File: src/rtl/lsu_pkg.sv
package lsu_pkg;

    // rv32i major opcodes
    localparam logic [6:0] opc_load  = 7'b0000011;
    localparam logic [6:0] opc_store = 7'b0100011;

    // access width codes
    localparam logic [2:0] f3_b  = 3'b000;
    localparam logic [2:0] f3_h  = 3'b001;
    localparam logic [2:0] f3_w  = 3'b010;
    localparam logic [2:0] f3_bu = 3'b100;
    localparam logic [2:0] f3_hu = 3'b101;

    localparam logic [1:0] resp_okay   = 2'b00;
    localparam logic [1:0] resp_slverr = 2'b10;

    typedef struct packed {
        logic [31:0] inst;
        logic [31:0] addr;
        logic [31:0] wdata;
    } lsu_req_t;

    typedef struct packed {
        logic [31:0] rdata;
        logic        err;
    } lsu_rsp_t;

    // master side of the axi-lite link
    typedef struct packed {
        logic [31:0] araddr;
        logic        arvalid;
        logic [31:0] awaddr;
        logic        awvalid;
        logic [31:0] wdata;
        logic [3:0]  wstrb;
        logic        wvalid;
        logic        rready;
        logic        bready;
    } axil_m_t;

    // slave side of the axi-lite link
    typedef struct packed {
        logic        arready;
        logic [31:0] rdata;
        logic [1:0]  rresp;
        logic        rvalid;
        logic        awready;
        logic        wready;
        logic [1:0]  bresp;
        logic        bvalid;
    } axil_s_t;

endpackage

File: src/rtl/load_align.sv
`timescale 1ns/1ps

module load_align (
    input  logic [31:0] word,
    input  logic [1:0]  offset,
    input  logic [2:0]  funct3,
    output logic        misaligned,
    output logic [31:0] data
);
    import lsu_pkg::*;

    logic [31:0] shifted;

    // addressed byte down to lane 0
    assign shifted = word >> {offset, 3'b000};

    always_comb begin
        case (funct3)
            f3_b:    data = {{24{shifted[7]}}, shifted[7:0]};
            f3_bu:   data = {24'b0, shifted[7:0]};
            f3_h:    data = {{16{shifted[15]}}, shifted[15:0]};
            f3_hu:   data = {16'b0, shifted[15:0]};
            default: data = shifted;
        endcase
    end

    always_comb begin
        case (funct3)
            f3_b, f3_bu: misaligned = 1'b0;
            // halfword may not straddle the word
            f3_h, f3_hu: misaligned = (offset == 2'd3);
            default:     misaligned = (offset != 2'd0);
        endcase
    end

endmodule

File: src/rtl/lsu_ctrl.sv
`timescale 1ns/1ps

module lsu_ctrl (
    input  logic              clk,
    input  logic              rst_n,
    input  logic              prev_valid,
    input  lsu_pkg::lsu_req_t req,
    output logic              this_ready,
    output logic              this_valid,
    input  logic              next_ready,
    output lsu_pkg::lsu_rsp_t rsp,
    output lsu_pkg::axil_m_t  axm,
    input  lsu_pkg::axil_s_t  axs
);
    import lsu_pkg::*;

    typedef enum logic [1:0] {
        st_idle,
        st_addr,
        st_resp,
        st_done
    } state_t;

    state_t      state;
    lsu_req_t    req_q;
    lsu_req_t    cur;
    logic [6:0]  opcode;
    logic [2:0]  funct3;
    logic [1:0]  offset;
    logic        is_load;
    logic        is_store;
    logic        ld_mis;
    logic        st_mis;
    logic        misaligned;
    logic        go_mem;
    logic        accept;
    logic [31:0] ld_data;
    logic [31:0] st_wdata;
    logic [3:0]  st_wstrb;
    logic        ar_hs;
    logic        aw_hs;
    logic        w_hs;
    logic        aw_done;
    logic        w_done;

    // incoming request while idle, the stored one afterwards
    assign cur    = (state == st_idle) ? req : req_q;
    assign opcode = cur.inst[6:0];
    assign funct3 = cur.inst[14:12];
    assign offset = cur.addr[1:0];

    assign is_load    = (opcode == opc_load);
    assign is_store   = (opcode == opc_store);
    assign misaligned = (is_load & ld_mis) | (is_store & st_mis);
    assign go_mem     = (is_load | is_store) & ~misaligned;

    assign this_ready = (state == st_idle);
    assign this_valid = (state == st_done);
    assign accept     = prev_valid & this_ready;

    assign ar_hs = axm.arvalid & axs.arready;
    assign aw_hs = axm.awvalid & axs.awready;
    assign w_hs  = axm.wvalid & axs.wready;

    load_align u_load_align (
        .word      (axs.rdata),
        .offset    (offset),
        .funct3    (funct3),
        .misaligned(ld_mis),
        .data      (ld_data)
    );

    store_align u_store_align (
        .wdata_in  (cur.wdata),
        .offset    (offset),
        .funct3    (funct3),
        .wdata     (st_wdata),
        .wstrb     (st_wstrb),
        .misaligned(st_mis)
    );

    always_ff @(posedge clk) begin
        if (!rst_n) begin
            state   <= st_idle;
            aw_done <= 1'b0;
            w_done  <= 1'b0;
        end else begin
            case (state)
                st_idle: begin
                    if (accept) begin
                        aw_done <= 1'b0;
                        w_done  <= 1'b0;
                        state   <= go_mem ? st_addr : st_done;
                    end
                end
                st_addr: begin
                    if (is_load) begin
                        if (ar_hs) begin
                            state <= st_resp;
                        end
                    end else begin
                        if (aw_hs) begin
                            aw_done <= 1'b1;
                        end
                        if (w_hs) begin
                            w_done <= 1'b1;
                        end
                        if ((aw_done | aw_hs) && (w_done | w_hs)) begin
                            state <= st_resp;
                        end
                    end
                end
                st_resp: begin
                    if ((is_load && axs.rvalid) || (is_store && axs.bvalid)) begin
                        state <= st_done;
                    end
                end
                default: begin
                    if (next_ready) begin
                        state <= st_idle;
                    end
                end
            endcase
        end
    end

    always_ff @(posedge clk) begin
        if (accept) begin
            req_q     <= req;
            rsp.rdata <= '0;
            rsp.err   <= misaligned;
        end
        if (state == st_resp) begin
            if (is_load && axs.rvalid) begin
                rsp.rdata <= ld_data;
                rsp.err   <= (axs.rresp != resp_okay);
            end else if (is_store && axs.bvalid) begin
                rsp.err <= (axs.bresp != resp_okay);
            end
        end
    end

    always_comb begin
        axm.araddr  = {req_q.addr[31:2], 2'b00};
        axm.arvalid = (state == st_addr) & is_load;
        axm.awaddr  = {req_q.addr[31:2], 2'b00};
        axm.awvalid = (state == st_addr) & is_store & ~aw_done;
        axm.wdata   = st_wdata;
        axm.wstrb   = st_wstrb;
        axm.wvalid  = (state == st_addr) & is_store & ~w_done;
        axm.rready  = (state == st_resp);
        axm.bready  = (state == st_resp);
    end

    a_rd_wr_excl: assert property (@(posedge clk) disable iff (!rst_n)
        !(axm.arvalid && axm.awvalid));

    a_aw_hold: assert property (@(posedge clk) disable iff (!rst_n)
        axm.awvalid && !axs.awready |=> axm.awvalid);

endmodule

File: src/rtl/store_align.sv
`timescale 1ns/1ps

module store_align (
    input  logic [31:0] wdata_in,
    input  logic [1:0]  offset,
    input  logic [2:0]  funct3,
    output logic [31:0] wdata,
    output logic [3:0]  wstrb,
    output logic        misaligned
);
    import lsu_pkg::*;

    logic [7:0] mask;
    logic [7:0] lanes;

    always_comb begin
        case (funct3)
            f3_b:    mask = 8'b0000_0001;
            f3_h:    mask = 8'b0000_0011;
            f3_w:    mask = 8'b0000_1111;
            // illegal store width writes no lane
            default: mask = 8'b0000_0000;
        endcase
    end

    // 8 bits wide so a crossing strobe shows up in the upper half
    assign lanes      = mask << offset;
    assign wstrb      = lanes[3:0];
    assign misaligned = |lanes[7:4];
    assign wdata      = wdata_in << {offset, 3'b000};

endmodule

File: config.mk
export PLATFORM = sky130hd
export DESIGN_NAME = lsu_ctrl
export DESIGN_NICKNAME = d
export VERILOG_FILES = /design/src/rtl/lsu_pkg.sv /design/src/rtl/load_align.sv /design/src/rtl/lsu_ctrl.sv /design/src/rtl/store_align.sv
export SDC_FILE = /design/constraint.sdc
export NUM_CORES = 1
export LEC_CHECK = 0
export BUFFER_PORTS_ARGS = -buffer_cell sky130_fd_sc_hd__buf_4
export CAP_MARGIN = 20
export CORE_ASPECT_RATIO = 0.75
export CORE_UTILIZATION = 28
export DETAILED_ROUTE_END_ITERATION = 6
export PLACE_DENSITY = 0.64
export SLEW_MARGIN = 25
export SYNTH_ARGS = -nofsm -noshare
export SYNTH_HDL_FRONTEND = slang
export SYNTH_SLANG_ARGS = --single-unit
File: constraint.sdc
create_clock -name clk -period 7.4 [get_ports clk]
set_clock_uncertainty 0.2 [all_clocks]
set_input_delay 1.48 -clock clk [delete_from_list [all_inputs] [get_ports clk]]
set_output_delay 1.48 -clock clk [all_outputs]
set_load 0.02 [all_outputs]
* Word level (Yosys, flattened, before mapping) *
Index checks and enable logic that the tools add are counted.

word-level totals
  register bits = 116
  input port bits = 141
  output and inout port bits = 140
  word-level logic and storage cells = 87

operators by class
  equal/unequal tests = 17
  shifts and indexed selects = 3
  multiplexer cells = 24
  bitwise operators = 18
  reduce and logical (&&, ||, !) cells = 17

operators with widths
  kind                  count
  $pmux W32 S4          1
  $mux W79              1
  $mux W33              2
  $mux W32              1
  $shl A32 B5 Y32       1
  $shr A32 B5 Y32       1
  $mux W2               7
  $pmux W4 S3           1
  $and A1 B1 Y1         11
  $reduce_and A4 Y1     2
  $reduce_bool A2 Y1    4
  $shl A4 B2 Y8         1
  $eq A7 B2 Y1 const B  1
  $eq A7 B6 Y1 const B  1
  $mux W1               7
  $eq A2 B2 Y1 const B  3
  $eq A3 B3 Y1 const B  2
  $ne A2 B2 Y1 const B  3
  $ne A3 B3 Y1 const B  2
  $pmux W1 S2           3
  $pmux W2 S3           1
  $reduce_and A5 Y1     1
  $ne A2 B1 Y1 const B  2
  $or A1 B1 Y1          4
  other kinds (11)      16

* Logic depth before layout (Yosys ltp) *
Gate-level depths: netlist of run 1.

  depth after elaboration = 13
  mapped depth = 11
  mapped depth without buffers = 8

* Modules after synthesis *
A second synthesis of run 1 with hierarchy kept.

second synthesis, totals
  cells, all modules = 573
  area, all modules = 6179.7 µm²

modules (own cells, without submodules)
  module       times used  cells an instance  area each (µm²)  seq. area each (µm²)
  lsu_ctrl     1           382                4789.6           2962.8
  load_align   1           109                711.9            0.0
  store_align  1           82                 678.2            0.0

* Worst setup path after synthesis of run 1 *
No wires, ideal clock.

  kind = input-to-output
  start = in req[32] (netlist bit)
  end = out axm[10] (netlist bit)
  arrival time = 3107 ps
  setup slack = 2613 ps
  cell stages on the path = 6
  path buffers = 3
  cells stage by stage = buf_2 -> mux2i_2 -> buf_2 -> clkbuf_1 -> nand2_1 -> nor2_1

RTL lines
  what                line            text
  start: declaration  lsu_ctrl.sv:7   input lsu_pkg::lsu_req_t req,
  end: declaration    lsu_ctrl.sv:12  output lsu_pkg::axil_m_t axm,

==> out/results.tsv, run 1 <==
metric	value	unit
rrSetupSlack	3.88	ns
post_synth.cell_area_avg	10.5	sq um
grt.total_usage	0.159	
timing.rr.start	state[0]	
worst-path-max-fanout	38	
clk_latency	0.35	ns
drtPass1Iterations	5	
worstPathBufferInverterCount	4	
hold_end	rsp[4]	
cts.sinks	111	
die-height	134	microns
numCtsBuffers	9	
maxcap_viol_count	0	
place_hpwl	14000	microns
multi_input_combinational_cell_area	2850	sq um
hold_fix_buffers_cts	0	
placement_rows	47	
worst_r2r_path_depth	8	
crit_chain	buf_4 -> mux2i_4 -> buf_4 -> mux2i_1 -> mux4_2 -> inv_1 -> buf_4	
number_of_flops_mapped_to_enable_cells_by_yosys	74	
first_global_vias	4933	
hold-path-cell-count	2	
hold_path.class	flip-flop to flip-flop	
timing.hold.worst.start	rsp[4]	
startpoint_type	input port	
placed_inst_area	8170	sq um
ys_dominant_reg_cell	sky130_fd_sc_hd__edfxtp_1	
yosys_register_bits	111	
cts_root_buf	sky130_fd_sc_hd__clkbuf_16	
ir_drop	0.193	mV
core-area	22500	sq um
start_to_end_type_of_the_worst_setup_path	input port to primary output	
final.setup.tns	0	ns
drt_wl_total	19300	microns
detail_route.wl_per_cell	17.7	microns
cellLeakagePower	3.64	nW
route.antenna.remaining_nets	0	
wire_length_of_the_first_global_routing_pass	28900	microns
clk_pin_slew_worst_paths	0.07	ns
max_slew_margin	0.355	
crit_path_from	req[32]	
antenna_violations_before_repair	1	
design.portCount	281	
remaining_routing_drc_violations	0	
async_flop_share	0	
die_x	178	microns
powerDensity	339	nW/um^2
synthDominantCellAreaShare	0.341	
io_buffers	254	
synthTopCellsByCount	77 x sky130_fd_sc_hd__nand2_1, 74 x sky130_fd_sc_hd__edfxtp_1, 70 x sky130_fd_sc_hd__buf_4, 62 x sky130_fd_sc_hd__mux2i_1, 37 x sky130_fd_sc_hd__dfxtp_1	
clock_path_buffers	2	
syn_to_final_growth	30.1	%
floorplan.initialDensity	0.290	
final_min_period_over_clock_period	0.688	
grt_overflow	0	
yosys.area.top_type	sky130_fd_sc_hd__edfxtp_1	
cts-resized-gates	0	
synth.yosys.seq_area_share	0.455	
drv_slew	0	
drt_iter0_drc	328	
worst_pin_slew	0.968	ns
cp_slowest_stage_delay	0.51	ns
unrepaired_setup_endpoints_after_global_routing	false	
grt_max_degree	47	
critPathMostFrequentCell	sky130_fd_sc_hd__buf_4	
die_area	23900	sq um
min_period	5.09	ns
post-cts-setup-buffers	0	
htree_num_levels	3	
design_area	8480	sq um
cpMaxStageDelayCell	sky130_fd_sc_hd__buf_4	
crit-reg2reg-capture	rsp[32]	
setup.worst_path.end_class	primary output	
cts_tree	built	
synth-warning-count	0	
layout_cell_share_with_drive_strength_beyond_1	0.433	
fmaxAchievable	0.196	GHz
routed_via_density	4.86	
post-synth-top-count-cell	sky130_fd_sc_hd__nand2_1	
final_gp_congestion	0.846	
synthCells	619	
worstPathArrival	3.41	ns
finalHoldViolCount	0	
seqCellArea	2960	sq um
synthTopCellsByArea	sky130_fd_sc_hd__edfxtp_1 34%, sky130_fd_sc_hd__dfxtp_1 11%, sky130_fd_sc_hd__mux2i_1 9.5%	
mappedNetlistArea	6510	sq um
vias	5284	
cp_top_family	multiplexers	
setup_viol_count_final	0	
timing.critical_path.required	5.72	ns
status	completed	
ys_types	56	
final_net_count	934	
fillers	2270	
==> worst min-delay path: stages, from the launching register on <==
cell	delay (ns)
sky130_fd_sc_hd__dfxtp_1	0.31
sky130_fd_sc_hd__nand3_1	0.06
sky130_fd_sc_hd__nand2_1	0.05
==> state kept, by name (all words and copies together), names as in the netlist <==
register	flops
rsp	33
req_q	44
w_done	1
axm	30
aw_done	1
state	2
==> per-layer routing <==
layer	vias up	part of all wire	global-route usage	routed length [microns]
met4	0	0.0079	0.0323	152
met2	218	0.44	0.235	8550
li1	2538	-	-	-
met3	13	0.076	0.0425	1470
met5	-	0	0	0
met1	2515	0.47	0.230	9120
==> through the flow <==
stage,std cells,hold slack [ns],util,setup slack (ns),power [mW]
after floorplan,622,0.271,-,2.61,1.91
final,1088,0.260,0.377,2.31,2.88
after CTS,1087,0.261,0.377,2.31,2.90
after detailed placement,1072,0.249,0.364,2.30,2.38
after global routing,1087,0.282,0.377,2.19,3.04
after global placement,1072,0.246,0.364,2.32,2.37
==> where the power goes <==
group / internal [mW] / total [mW] / leakage [nW] / switching (mW)
Clock: 0.268 / 0.511 / 0.148 / 0.244
Sequential: 0.780 / 0.839 / 1.00 / 0.0593
Combinational: 0.600 / 1.52 / 2.49 / 0.924
==> cell usage in the layout (no fill, tap or decap), types with 8 or more instances in the layout <==
cell type / synthesis / layout
sky130_fd_sc_hd__o2bb2ai_1: 9 / 9
sky130_fd_sc_hd__mux2i_1: 62 / 61
sky130_fd_sc_hd__nor2_1: 30 / 30
sky130_fd_sc_hd__mux2_2: 13 / 13
sky130_fd_sc_hd__a31o_2: 8 / 8
sky130_fd_sc_hd__edfxtp_1: 74 / 74
sky130_fd_sc_hd__nand2_1: 77 / 77
sky130_fd_sc_hd__a21oi_1: 36 / 36
sky130_fd_sc_hd__a211oi_1: 19 / 19
sky130_fd_sc_hd__mux4_2: 8 / 8
sky130_fd_sc_hd__dfxtp_1: 37 / 37
sky130_fd_sc_hd__buf_4: 70 / 259
sky130_fd_sc_hd__nand3_1: 25 / 25
sky130_fd_sc_hd__clkbuf_16: 0 / 9
sky130_fd_sc_hd__a21oi_2: 16 / 16
sky130_fd_sc_hd__inv_1: 11 / 10
==> worst max-delay path by stage <==
stage / endpoint / slack [ns] / cells after the start
floorplan: axm[10] / 2.61 / 6
global placement: axm[32] / 2.32 / 7
CTS: axm[32] / 2.31 / 7
global route: axm[32] / 2.19 / 7
detailed placement: axm[32] / 2.30 / 7
finish: axm[32] / 2.31 / 7
==> area by class of cell <==
cell class	instances	share of cell area
flip-flops and latches	111	0.350
multi-input cells	397	0.337
repair buffers	259	0.229
well taps	294	0.0434
clock buffers	9	0.0266
clock inverters	6	0.00901
inverters	11	0.00502
diodes	1	0.000295
==> cell families after synthesis <==
| family | after synthesis | share of synthesized area |
|---|---|---|
| adders and majority gates | 4 | 0.00768 |
| buffers and inverters | 114 | 0.114 |
| AOI/OAI and AO/OA | 133 | 0.150 |
| and+or+nand+nor | 171 | 0.123 |
| DFF | 111 | 0.455 |
| muxes | 85 | 0.150 |
| other | 1 | 0.000576 |
(Power assumes the default switching activity.)
==> inputs of run 2 (changes only) <==
==> constraint.sdc (replaced) <==
create_clock -name clk -period 5.2 [get_ports clk]
set_clock_uncertainty 0.2 [all_clocks]
set_input_delay 1.04 -clock clk [delete_from_list [all_inputs] [get_ports clk]]
set_output_delay 1.04 -clock clk [all_outputs]
set_load 0.02 [all_outputs]
==> run 2 against run 1 <==
Net effect: global-route usage about the same; worst setup slack worse by 1.3 ns; sequential power increased by 42%; clock-buffer cell count unchanged; routed wire length up 0.22%.
==> out/results.tsv, run 2 (same netlist as run 1, synthesis figures left out) <==
metric	value	unit
final.setup.tns	0	ns
seqCellArea	2960	sq um
die-height	134	microns
core-area	22500	sq um
detail_route.wl_per_cell	17.7	microns
grt.total_usage	0.159	
final_net_count	936	
drt_iter0_drc	361	
clk_pin_slew_worst_paths	0.07	ns
die_x	178	microns
multi_input_combinational_cell_area	2850	sq um
worst_pin_slew	0.808	ns
timing.rr.start	state[1]	
timing.hold.worst.start	rsp[3]	
wire_length_of_the_first_global_routing_pass	28900	microns
grt_util_met1	0.225	
syn_to_final_growth	29.9	%
crit_chain	inv_1 -> ha_4 -> mux2i_4 -> buf_4 -> nor2_1 -> a31oi_1 -> nor2_1 -> buf_4	
final_critical_path_setup_slack	1.01	ns
cts_root_buf	sky130_fd_sc_hd__clkbuf_16	
clk_latency	0.35	ns
design.portCount	281	
routed_via_density	4.92	
first_global_vias	5055	
grt_overflow	0	
timing.critical_path.required	3.96	ns
finalHoldViolCount	0	
crit-reg2reg-capture	rsp[18]	
setup_slack_at_placement	1.13	ns
antenna_violations_before_repair	0	
max_slew_margin	0.461	
grtUsageMet3	0.0454	
clock_path_buffers	2	
place_hpwl	14200	microns
remaining_routing_drc_violations	0	
numCtsBuffers	9	
hold_path.class	flip-flop to flip-flop	
drt_wl_total	19300	microns
drtPass1Iterations	4	
final_min_period_over_clock_period	0.806	
startpoint_type	flip-flop	
hold_fix_buffers_cts	0	
final_gp_congestion	0.828	
cp_slowest_stage_delay	0.66	ns
layout_commonest_cell	sky130_fd_sc_hd__buf_4	
cts.sinks	111	
fmaxAchievable	0.239	GHz
ir_drop	0.243	mV
largest_register_ffs	44	
antenna_diode_count	0	
cts-resized-gates	0	
worst_r2r_path_depth	10	
floorplan.initialDensity	0.290	
rrSetupSlack	1.75	ns
grt-busiest-layer	met2	
cpMaxStageDelayCell	sky130_fd_sc_hd__mux2i_4	
cts_tree	built	
top_register	req_q	
min_period	4.19	ns
setup_viol_count_final	0	
grt_max_degree	46	
gr-usage-met2	0.235	
hold_end	rsp[3]	
total_power	4.05	mW
start_to_end_type_of_the_worst_setup_path	flip-flop to primary output	
vias	5365	
setup.worst_path.end_class	primary output	
htree_num_levels	3	
powerDensity	478	nW/um^2
unrepaired_setup_endpoints_after_global_routing	false	
route.antenna.remaining_nets	0	
status	completed	
maxcap_viol_count	0	
drv_slew	0	
post-cts-setup-buffers	0	
placement_rows	47	
hold-path-cell-count	2	
final_cell_mix	261 x sky130_fd_sc_hd__buf_4, 77 x sky130_fd_sc_hd__nand2_1, 74 x sky130_fd_sc_hd__edfxtp_1	
die_area	23900	sq um
worst-path-max-fanout	20	
cellLeakagePower	3.64	nW
worstPathArrival	2.95	ns
io_buffers	254	
fillers	2248	
layout_cell_share_with_drive_strength_beyond_1	0.433	
==> run 2: cell count changes in the layout (fill, tap and decap cells not counted), sizes merged <==
cell	change
inv	+1
clkinvlp	+1
diode	-1
bufinv	-1
buf	+2
==> run 2: area by class of cell <==
class	instances	share of cell area
flip-flops and latches	111	0.350
clock buffers	9	0.0266
well taps	294	0.0435
clock inverters	7	0.00621
repair buffers	261	0.231
multi-input cells	397	0.337
inverters	11	0.00503
==> run 2: worst max-delay path by stage <==
stage,start,endpoint,slack (ns),depth (start not counted)
finish,state[0],axm[5],1.01,8
global route,state[0],axm[5],0.80,8
CTS,state[0],axm[5],0.97,8
detailed placement,req[32],axm[37],1.13,7
global placement,req[33],axm[5],1.12,7
floorplan,req[32],axm[10],1.29,6
==> run 2: power breakdown <==
group          internal, mW  leakage, nW  switching [mW]
registers              1.11         1.00          0.0843
clock network         0.331        0.135           0.341
logic                 0.858         2.50            1.32
total                  2.30         3.64            1.75
==> run 2: critical path: cells and delay by family (launching register included) <==
family / cells / cell delay, ns
buf+inv: 3 / 0.72
mux: 1 / 0.66
fa+ha+maj: 1 / 0.38
flops: 1 / 0.33
simple gates: 2 / 0.28
compound gates: 1 / 0.21
==> run 2: per-stage QoR <==
step | instance area (sq um) | util | hold slack, ns | cells
after floorplan | 6530 | - | 0.271 | 622
after global placement | 8190 | 0.364 | 0.246 | 1074
after detailed placement | 8190 | 0.364 | 0.247 | 1074
after CTS | 8460 | 0.377 | 0.260 | 1090
after global routing | 8460 | 0.377 | 0.288 | 1090
final | 8460 | 0.377 | 0.261 | 1090
==> run 2: per-layer routing <==
metal  wire length, microns  vias to the layer above  share of wire
li1                       -                     2539              -
met1                   8850                     2539           0.46
met2                   8420                      267           0.44
met3                   1800                       20          0.093
met4                    265                        0          0.014
met5                      0                        -              0
==> inputs of run 3 (changes only) <==
--- a/config.mk
+++ b/config.mk
@@ -10,7 +10,7 @@
 export CORE_ASPECT_RATIO = 0.75
 export CORE_UTILIZATION = 28
 export DETAILED_ROUTE_END_ITERATION = 6
-export PLACE_DENSITY = 0.64
+export PLACE_DENSITY = 0.66
 export SLEW_MARGIN = 25
 export SYNTH_ARGS = -nofsm -noshare
 export SYNTH_HDL_FRONTEND = slang
==> constraint.sdc (replaced) <==
create_clock -name clk -period 3.6 [get_ports clk]
set_clock_uncertainty 0.2 [all_clocks]
set_input_delay 0.72 -clock clk [delete_from_list [all_inputs] [get_ports clk]]
set_output_delay 0.72 -clock clk [all_outputs]
set_load 0.02 [all_outputs]
==> run 3 against run 2 <==
Net effect: register-to-register slack got worse by 1.2 ns; via count rose by 0.69%; power rose by 49%; non-clock buffer count rose by 21; worst hold slack got worse by 0.0011 ns; critical path type unchanged; highest routed layer unchanged; worst setup slack got worse by 0.84 ns.
==> out/results.tsv, run 3 (same netlist as run 1, synthesis figures left out) <==
metric	value	unit
drt_wl_total	19300	microns
powerDensity	695	nW/um^2
power.share.clock	0.166	
clk_pin_slew_worst_paths	0.08	ns
hold_fix_buffers_cts	0	
final_net_count	958	
die_area	23900	sq um
routed_via_density	4.86	
grt_max_degree	46	
clk_latency	0.35	ns
finalHoldViolCount	0	
antenna_violations_before_repair	0	
drt_iter0_drc	344	
max_slew_margin	0.588	
final_util	0.386	
timing.critical_path.required	2.68	ns
worst_pin_slew	0.618	ns
cts_tree	built	
remaining_routing_drc_violations	0	
rrSetupSlack	0.59	ns
route.antenna.remaining_nets	0	
detail_route.wl_per_cell	17.3	microns
fillers	2230	
clock_path_buffers	2	
setup_viol_count_final	0	
p_switching	2.57	mW
die-height	134	microns
seqCellArea	2960	sq um
cts_root_buf	sky130_fd_sc_hd__clkbuf_16	
share_of_total_power_in_combinational_logic	0.552	
timing.hold.worst.start	rsp[1]	
largest_register_ffs	44	
place_hpwl	14000	microns
final_cell_mix	278 x sky130_fd_sc_hd__buf_4, 76 x sky130_fd_sc_hd__nand2_1, 74 x sky130_fd_sc_hd__edfxtp_1	
syn_to_final_growth	33.2	%
grt_overflow	0	
cts.sinks	111	
cellLeakagePower	3.75	nW
htree_num_levels	3	
power.share.sequential	0.282	
drtPass1Iterations	5	
vias	5402	
top_register	req_q	
final_critical_path_setup_slack	0.170	ns
ir_drop	0.392	mV
layout_commonest_cell	sky130_fd_sc_hd__buf_4	
wire_length_of_the_first_global_routing_pass	28600	microns
floorplan.initialDensity	0.290	
final_gp_congestion	0.911	
drv_slew	0	
placement_rows	47	
maxcap_viol_count	0	
dp_cells	1089	
setup_slack_at_placement	0.298	ns
switching_share	0.426	
first_global_vias	5153	
startpoint_type	flip-flop	
final_min_period_over_clock_period	0.953	
design.portCount	281	
hold_path.class	flip-flop to flip-flop	
worst-path-max-fanout	15	
die_x	178	microns
numCtsBuffers	9	
multi_input_combinational_cell_area	2870	sq um
status	completed	
number_of_standard_cells_in_the_final_layout_excluding_fillers	1112	
unrepaired_setup_endpoints_after_global_routing	false	
start_to_end_type_of_the_worst_setup_path	flip-flop to primary output	
grt.total_usage	0.155	
core-area	22500	sq um
fmaxAchievable	0.292	GHz
setup.worst_path.end_class	primary output	
io_buffers	254	
final.setup.tns	0	ns
min_period	3.43	ns
internal_power	3.46	mW
timing.rr.start	state[0]	
layout_cell_share_with_drive_strength_beyond_1	0.452	
antenna_diode_count	0	
worstPathArrival	2.51	ns
crit_path_from	state[0]	
==> run 3: changes by cell type in the layout (fill, tap and decap cells not counted), sizes merged <==
cell,delta
buf,+21
clkinv,-2
clkinvlp,+1
inv,+1
mux2,+1
==> run 3: repair_timing <==
action                     in CTS  in global routing
setup buffers                   3                  3
cloned                          0                  1
resized for setup               1                  3
pin swaps                       1                  1
setup endpoints to repair       5                 10
==> run 3: per-stage QoR <==
step,instance area (sq um),power [mW],hold slack (ns)
final,8680,6.03,0.260
after global routing,8680,6.40,0.280
after CTS,8640,6.04,0.261
after detailed placement,8310,4.98,0.250
after global placement,8310,4.96,0.247
after floorplan,6530,3.93,0.271
==> run 3: critical path, stage by stage (launching register included) <==
cell	delay (ns)
sky130_fd_sc_hd__dfxtp_1	0.33
sky130_fd_sc_hd__inv_1	0.15
sky130_fd_sc_hd__ha_4	0.26
sky130_fd_sc_hd__buf_12	0.18
sky130_fd_sc_hd__mux2_4	0.41
sky130_fd_sc_hd__mux2i_1	0.15
sky130_fd_sc_hd__mux4_2	0.46
sky130_fd_sc_hd__inv_1	0.07
sky130_fd_sc_hd__buf_4	0.13
==> run 3: final cells by class <==
cell class	count	share of cell area
multi-input cells	398	0.331
well taps	294	0.0424
inverters	11	0.00519
flip-flops and latches	111	0.341
repair buffers	282	0.247
clock inverters	7	0.00692
clock buffers	9	0.0260
==> run 3: path summary, 6_finish.rpt <==
kind             end  cells past startpoint
max          axm[35]                      8
min           rsp[1]                      2
max reg2reg  rsp[31]                     11
min reg2reg   rsp[1]                      2
==> run 3: per-layer routing <==
| metal | up-vias | routed length (microns) | GRT usage |
|---|---|---|---|
| met3 | 23 | 1610 | 0.0380 |
| met2 | 223 | 8670 | 0.235 |
| met1 | 2571 | 8680 | 0.217 |
| li1 | 2585 | - | - |
| met4 | 0 | 327 | 0.0442 |
| met5 | - | 0 | 0 |
==> run 3: power groups by stage <==
stage | Combinational [mW] | Clock, mW | Sequential, mW
floorplan | 2.22 | 0 | 1.71
global placement | 3.24 | 0 | 1.72
global route | 3.59 | 1.09 | 1.73
finish | 3.33 | 1.00 | 1.70
CTS | 3.30 | 1.04 | 1.70
detailed placement | 3.25 | 0 | 1.73
